## src/mac_cfg_pkg.sv

```systemverilog
package mac_cfg_pkg;

  // Microaddress and control-store widths
  localparam int ADDR_W = 16;
  localparam int MCA_W  = 10;

  // Counted microloops
  localparam int CNT_W = 8;

  // Microsubroutine nesting
  localparam int STACK_DEPTH = 4;
  localparam int STACK_PTR_W = $clog2(STACK_DEPTH + 1);
  localparam int STACK_IDX_W = $clog2(STACK_DEPTH);

  // Fixed microaddresses
  localparam logic [ADDR_W-1:0] TRAP_ADDR  = 16'h03F0;
  localparam logic [ADDR_W-1:0] RESET_ADDR = '0;

endpackage

```

## src/mac_types_pkg.sv

```systemverilog
package mac_types_pkg;
  import mac_cfg_pkg::*;

  // Sequencing commands, one per cycle
  typedef enum logic [2:0] {
    OP_CONT  = 3'd0,
    OP_JUMP  = 3'd1,
    OP_DISP  = 3'd2,
    OP_CALL  = 3'd3,
    OP_RET   = 3'd4,
    OP_LDCNT = 3'd5,
    OP_LOOP  = 3'd6
  } mac_op_t;

  typedef struct packed {
    mac_op_t           op;
    logic [ADDR_W-1:0] add;
  } mac_cmd_t;

  // One strobe per address source
  typedef struct packed {
    logic hold;
    logic psel;
    logic addsel;
    logic cdsel;
    logic nlcasel;
    logic trap;
  } mac_sel_t;

endpackage

```

## src/mac_addr_reg.sv

```systemverilog
`timescale 1ns/1ns

module mac_addr_reg
  import mac_cfg_pkg::*;
(
  input  logic              mclk,
  input  logic              rst_n,
  input  logic [ADDR_W-1:0] ica,
  input  logic              eccrhin,
  output logic [ADDR_W-1:0] lca,
  output logic [ADDR_W-1:0] nlca,
  output logic [MCA_W-1:0]  mca,
  output logic              eccr
);

  // Current microaddress and ECCR flop
  always_ff @(posedge mclk) begin
    if (!rst_n) begin
      lca  <= RESET_ADDR;
      eccr <= 1'b0;
    end else begin
      lca  <= ica;
      eccr <= eccrhin;
    end
  end

  // Incrementer wraps from FFFF to 0
  assign nlca = lca + 1'b1;

  // Control-store address
  assign mca = lca[MCA_W-1:0];

endmodule

```

## src/mac_addr_select.sv

```systemverilog
`timescale 1ns/1ns

module mac_addr_select
  import mac_cfg_pkg::*;
  import mac_types_pkg::*;
(
  input  mac_sel_t          sel,
  input  logic [ADDR_W-1:0] lca,
  input  logic [ADDR_W-1:0] pr,
  input  logic [ADDR_W-1:0] add,
  input  logic [ADDR_W-1:0] cd,
  input  logic [ADDR_W-1:0] nlca,
  output logic [ADDR_W-1:0] ica
);

  logic [ADDR_W-1:0] term_hold;
  logic [ADDR_W-1:0] term_pr;
  logic [ADDR_W-1:0] term_add;
  logic [ADDR_W-1:0] term_cd;
  logic [ADDR_W-1:0] term_nlca;
  logic [ADDR_W-1:0] term_trap;

  // Each source gated by its own strobe
  assign term_hold = {ADDR_W{sel.hold}} & lca;
  assign term_pr   = {ADDR_W{sel.psel}} & pr;
  assign term_add  = {ADDR_W{sel.addsel}} & add;
  assign term_cd   = {ADDR_W{sel.cdsel}} & cd;
  assign term_nlca = {ADDR_W{sel.nlcasel}} & nlca;
  assign term_trap = {ADDR_W{sel.trap}} & TRAP_ADDR;

  // Wired OR of all gated terms
  // At most one strobe is active in a cycle
  assign ica = term_hold | term_pr | term_add | term_cd | term_nlca | term_trap;

endmodule

```

## src/mac_loop_counter.sv

```systemverilog
`timescale 1ns/1ns

module mac_loop_counter
  import mac_cfg_pkg::*;
(
  input  logic             mclk,
  input  logic             rst_n,
  input  logic             load,
  input  logic             dec,
  input  logic [CNT_W-1:0] load_value,
  output logic             zero
);

  logic [CNT_W-1:0] count;

  // Load wins over decrement
  always_ff @(posedge mclk) begin
    if (!rst_n) begin
      count <= '0;
    end else if (load) begin
      count <= load_value;
    end else if (dec) begin
      count <= count - 1'b1;
    end
  end

  assign zero = (count == '0);

endmodule

```

## src/mac_return_stack.sv

```systemverilog
`timescale 1ns/1ns

module mac_return_stack
  import mac_cfg_pkg::*;
(
  input  logic              mclk,
  input  logic              rst_n,
  input  logic              push,
  input  logic              pop,
  input  logic [ADDR_W-1:0] push_addr,
  output logic [ADDR_W-1:0] top,
  output logic              empty,
  output logic              full
);

  logic [ADDR_W-1:0]      mem [STACK_DEPTH];
  logic [STACK_PTR_W-1:0] ptr;
  logic [STACK_IDX_W-1:0] top_idx;

  // Ptr counts entries in use and is one bit wider than the index
  always_ff @(posedge mclk) begin
    if (!rst_n) begin
      ptr <= '0;
    end else if (push) begin
      ptr <= ptr + 1'b1;
    end else if (pop) begin
      ptr <= ptr - 1'b1;
    end
  end

  always_ff @(posedge mclk) begin
    if (push) begin
      mem[ptr[STACK_IDX_W-1:0]] <= push_addr;
    end
  end

  assign top_idx = STACK_IDX_W'(ptr - 1'b1);
  assign empty   = (ptr == '0);
  assign full    = (ptr == STACK_PTR_W'(STACK_DEPTH));

  // Reads zero when nothing is stacked
  assign top = empty ? '0 : mem[top_idx];

endmodule

```

## src/mac_seq_fsm.sv

```systemverilog
`timescale 1ns/1ns

module mac_seq_fsm
  import mac_types_pkg::*;
(
  input  logic     mclk,
  input  logic     rst_n,
  input  mac_op_t  op,
  input  logic     hold,
  input  logic     stack_empty,
  input  logic     stack_full,
  input  logic     cnt_zero,
  output mac_sel_t sel,
  output logic     push,
  output logic     pop,
  output logic     cnt_load,
  output logic     cnt_dec,
  output logic     fault
);

  typedef enum logic [1:0] {
    ST_RUN   = 2'd0,
    ST_HELD  = 2'd1,
    ST_FAULT = 2'd2
  } state_t;

  state_t state;
  state_t state_next;

  always_ff @(posedge mclk) begin
    if (!rst_n) begin
      state <= ST_RUN;
    end else begin
      state <= state_next;
    end
  end

  always_comb begin
    sel        = '0;
    push       = 1'b0;
    pop        = 1'b0;
    cnt_load   = 1'b0;
    cnt_dec    = 1'b0;
    state_next = state;
    case (state)
      ST_RUN, ST_HELD: begin
        if (hold) begin
          // Stall on the current address
          sel.hold   = 1'b1;
          state_next = ST_HELD;
        end else begin
          state_next = ST_RUN;
          case (op)
            OP_JUMP: sel.addsel = 1'b1;
            OP_DISP: sel.cdsel  = 1'b1;
            OP_CALL: begin
              if (stack_full) begin
                sel.trap   = 1'b1;
                state_next = ST_FAULT;
              end else begin
                sel.addsel = 1'b1;
                push       = 1'b1;
              end
            end
            OP_RET: begin
              if (stack_empty) begin
                sel.trap   = 1'b1;
                state_next = ST_FAULT;
              end else begin
                sel.psel = 1'b1;
                pop      = 1'b1;
              end
            end
            OP_LDCNT: begin
              sel.nlcasel = 1'b1;
              cnt_load    = 1'b1;
            end
            OP_LOOP: begin
              // Jump back while count remains, else fall through
              if (cnt_zero) begin
                sel.nlcasel = 1'b1;
              end else begin
                sel.addsel = 1'b1;
                cnt_dec    = 1'b1;
              end
            end
            default: sel.nlcasel = 1'b1;
          endcase
        end
      end
      // Parked at the trap address until reset
      default: sel.hold = 1'b1;
    endcase
  end

  assign fault = (state == ST_FAULT);

endmodule

```

## src/mac_sequencer.sv

```systemverilog
`timescale 1ns/1ns

module mac_sequencer
  import mac_cfg_pkg::*;
  import mac_types_pkg::*;
(
  input  logic              mclk,
  input  logic              rst_n,
  input  mac_cmd_t          cmd,
  input  logic [ADDR_W-1:0] cd,
  input  logic              hold,
  input  logic              eccrhin,
  output logic [ADDR_W-1:0] lca,
  output logic [MCA_W-1:0]  mca,
  output logic              eccr,
  output logic              fault
);

  mac_sel_t          sel;
  logic              push;
  logic              pop;
  logic              cnt_load;
  logic              cnt_dec;
  logic              cnt_zero;
  logic              stack_empty;
  logic              stack_full;
  logic [ADDR_W-1:0] pr;
  logic [ADDR_W-1:0] nlca;
  logic [ADDR_W-1:0] ica;

  mac_seq_fsm fsm0 (
    .mclk        (mclk),
    .rst_n       (rst_n),
    .op          (cmd.op),
    .hold        (hold),
    .stack_empty (stack_empty),
    .stack_full  (stack_full),
    .cnt_zero    (cnt_zero),
    .sel         (sel),
    .push        (push),
    .pop         (pop),
    .cnt_load    (cnt_load),
    .cnt_dec     (cnt_dec),
    .fault       (fault)
  );

  // Loop count comes from the low bits of the data bus
  mac_loop_counter cnt0 (
    .mclk       (mclk),
    .rst_n      (rst_n),
    .load       (cnt_load),
    .dec        (cnt_dec),
    .load_value (cd[CNT_W-1:0]),
    .zero       (cnt_zero)
  );

  // Return address is the call address plus one
  mac_return_stack stk0 (
    .mclk      (mclk),
    .rst_n     (rst_n),
    .push      (push),
    .pop       (pop),
    .push_addr (nlca),
    .top       (pr),
    .empty     (stack_empty),
    .full      (stack_full)
  );

  mac_addr_select asel0 (
    .sel  (sel),
    .lca  (lca),
    .pr   (pr),
    .add  (cmd.add),
    .cd   (cd),
    .nlca (nlca),
    .ica  (ica)
  );

  mac_addr_reg areg0 (
    .mclk    (mclk),
    .rst_n   (rst_n),
    .ica     (ica),
    .eccrhin (eccrhin),
    .lca     (lca),
    .nlca    (nlca),
    .mca     (mca),
    .eccr    (eccr)
  );

endmodule

```

## config.mk

```make
export PLATFORM = sky130hd
export DESIGN_NAME = mac_sequencer
export DESIGN_NICKNAME = d
export VERILOG_FILES = /design/src/mac_cfg_pkg.sv /design/src/mac_types_pkg.sv /design/src/mac_addr_reg.sv /design/src/mac_addr_select.sv /design/src/mac_loop_counter.sv /design/src/mac_return_stack.sv /design/src/mac_seq_fsm.sv /design/src/mac_sequencer.sv
export SDC_FILE = /design/constraint.sdc
export NUM_CORES = 1
export LEC_CHECK = 0
export CAP_MARGIN = 5
export CORE_ASPECT_RATIO = 0.75
export CORE_MARGIN = 2
export CORE_UTILIZATION = 30
export DETAILED_ROUTE_END_ITERATION = 8
export DONT_BUFFER_PORTS = 1
export MAX_ROUTING_LAYER = met4
export PLACE_DENSITY = 0.53
export SYNTH_ARGS = -nofsm -noshare
export SYNTH_HDL_FRONTEND = slang
export SYNTH_SLANG_ARGS = --single-unit
```

## constraint.sdc

```tcl
create_clock -name mclk -period 3 [get_ports mclk]
set_input_delay 0.45 -clock mclk [delete_from_list [all_inputs] [get_ports mclk]]
set_output_delay 0.45 -clock mclk [all_outputs]
set_load 0.03 [all_outputs]
```

==> metrics <==
Worst Path Required ~3.3 ns; core area 14,500 sq um; largest net degree at the start of global routing 26; share of the synthesized area in the top cell type between 40% and 50%; unique cell type count in the Yosys netlist 48; total number of vias 2,839; clk_skew between 0.008 and 0.009 ns; CP Capture Type register; Max VDD drop 0.262 mV; CTS Buf Count 9; clk sinks 94; Tot Pwr 2.87 mW; outcome complete, no violations; DP Wirelength around 7600 um; async set-reset flop share out of synthesis 0%; largest area contributor in the synthesized netlist edfxtp_1; total I/O pin count 67; clock root cell clkbuf_16; initial antenna violation count 0; max-cap violations 0; Worst Path Buf+Inv 1; Initial Util 30.7%; Cell Rows 38; ys flop type edfxtp_1; detailed-route DRC error count 0; Total Wirelength 11,300 um; Fin Hold WS 0.230 ns; fin area 4940 sq um; CP Launch Type register; FMAX roughly 450 MHz; wire per inst 20.2 um; #FFs+latches synth 94; Die W 144 um; RSZ-0062 raised after global routing no; pwr/cell area 580 nW/um^2; Tightest Hold Check Type input pin to register; top post-synthesis cells by area edfxtp_1, dfxtp_1, mux4_2; clock-pin slew on the worst setup and hold paths 0.07 ns; commonest non-fill, non-tap cell in the layout edfxtp_1; CTS tree done; Final #Nets 397; net count after synthesis about 400; GR Util All Layers 15.2%; register area share after synthesis 56.9%; Crit path largest cell delay 0.51 ns; Fin. Hold Viols 0; commonest cells after routing, fill and taps aside edfxtp_1, nand2_1, dfxtp_1; IO Port Bufs 0; drt pass-1 iters 4; crit-path cells buf_4 > nand4_1 > nor4_1 > xor2_1 > nand2_1 > a31oi_1; CTS max path bufs 2; LEAKAGE 1.61 nW; share of layout cells above drive strength 1 16.3%; Worst-Margin Slew 0.890 ns; full die area 15,800 sq um; FF+latch area 2520 sq um; type of the worst setup path register to register; first-pass GRT wire length 16,700 um; Cell Area, Synth 4440 sq um; Slew headroom 40.3%; CP max stage cell nor4_1; setup ws final just under 0.8 ns; Antenna Nets Post-Route 0; CP delay by family, top simple AND/OR/NAND/NOR gates; filler instances about 1,400; H-tree levels 3; period utilization between 70% and 80%; hold_buf cts 0; syn avg cell area roughly 13 sq um; Yosys Warn Count 0; Arr. time, crit path 2.46 ns; multi-input combinational cell area 1710 sq um; Fin Setup TNS 0 ns; diodes inserted 0; initial DRC count 224; minimum clock period 2.21 ns; die height 109 um; Area after DPL 4650 sq um; setup violators final 0; pre-CTS WS 0.781 ns; number of enable flip-flop cells after synthesis 64; Overflow after GRT 0; vias in the first global route 2,826; Slew Limit Fails 0; synth-to-layout area growth 11.4%; Crit Path Max Fanout 9; via/cell ratio 5.11; clk_lat worst skew around 0.34 ns; cell count after synthesis 351; Placer Congestion 0.788; setup repair bufs after CTS 0; CTS resizes 0
-- power breakdown --
| part | switching (mW) | leakage, nW | internal [mW] |
|---|---|---|---|
| Sequential | 0.0361 | 0.836 | 1.42 |
| Combinational | 0.192 | 0.628 | 0.0974 |
| Clock | 0.483 | 0.144 | 0.636 |
-- routing by layer --
layer | wire (um) | share of wire (%) | vias up | global-route usage (%)
met1 | 4860 | 43 | 1398 | 18.0
li1 | - | - | 1341 | -
met2 | 5160 | 46 | 88 | 23.7
met4 | 125 | 1.1 | 0 | 4.79
met5 | 0 | 0 | - | -
met3 | 1100 | 9.8 | 12 | 6.40
-- cell families after synthesis --
logic type	Yosys count	share of synthesized area (%)
simple gates	104	11.8
compound gates	70	11.9
flops	94	56.9
fa+ha+maj	7	1.97
mux	19	8.80
xor+xnor	20	3.95
buf+inv	37	4.71
-- area by class of cell --
class | count | area share, %
inverters | 7 | 0.532
flip-flops and latches | 94 | 51.0
multi-input cells | 220 | 34.5
clock inverters | 4 | 0.557
well taps | 200 | 5.06
repair buffers | 19 | 2.89
clock buffers | 12 | 5.42
-- final timing paths --
check                             start                         end  slack [ns]  cells after the start
max             areg0.lca[4]$_SDFF_PN0_    areg0.lca[14]$_SDFF_PN0_        0.79                      6
min                               rst_n       areg0.eccr$_SDFF_PN0_        0.23                      1
min reg2reg  fsm0.state[1]$_SDFFE_PN0N_  fsm0.state[1]$_SDFFE_PN0N_        0.51                      2
max reg2reg     areg0.lca[4]$_SDFF_PN0_    areg0.lca[14]$_SDFF_PN0_        0.79                      6
-- metrics by stage --
| stage | instances | utilization (%) |
|---|---|---|
| 5_1_grt | 556 | 34.2 |
| 6_report | 556 | 34.2 |
| 3_5_place_dp | 540 | 32.2 |
| 4_1_cts | 556 | 34.2 |
| 3_3_place_gp | 540 | 32.2 |
| 2_1_floorplan | 351 | - |
-- cell usage after synthesis, types with 5 or more instances --
| cell | n |
|---|---|
| a21oi_1 | 16 |
| a222oi_1 | 6 |
| a22o_1 | 6 |
| a22oi_1 | 9 |
| a31oi_1 | 10 |
| a41oi_1 | 5 |
| and2_1 | 5 |
| buf_2 | 5 |
| buf_4 | 11 |
| clkbuf_1 | 10 |
| dfxtp_1 | 30 |
| edfxtp_1 | 64 |
| ha_1 | 7 |
| inv_1 | 6 |
| mux4_2 | 16 |
| nand2_1 | 35 |
| nand3_1 | 10 |
| nor2_1 | 18 |
| nor3_1 | 8 |
| nor4_1 | 5 |
| o21ai_0 | 7 |
| xnor2_1 | 5 |
| xor2_1 | 15 |
-- sequential cells by signal, summed over array words and instances, names as in the netlist --
name	flops
cnt0.count	8
stk0.ptr	3
areg0.eccr	1
areg0.lca	16
stk0.mem	64
fsm0.state	2
No activity file was read; power rests on OpenSTA's default activity.
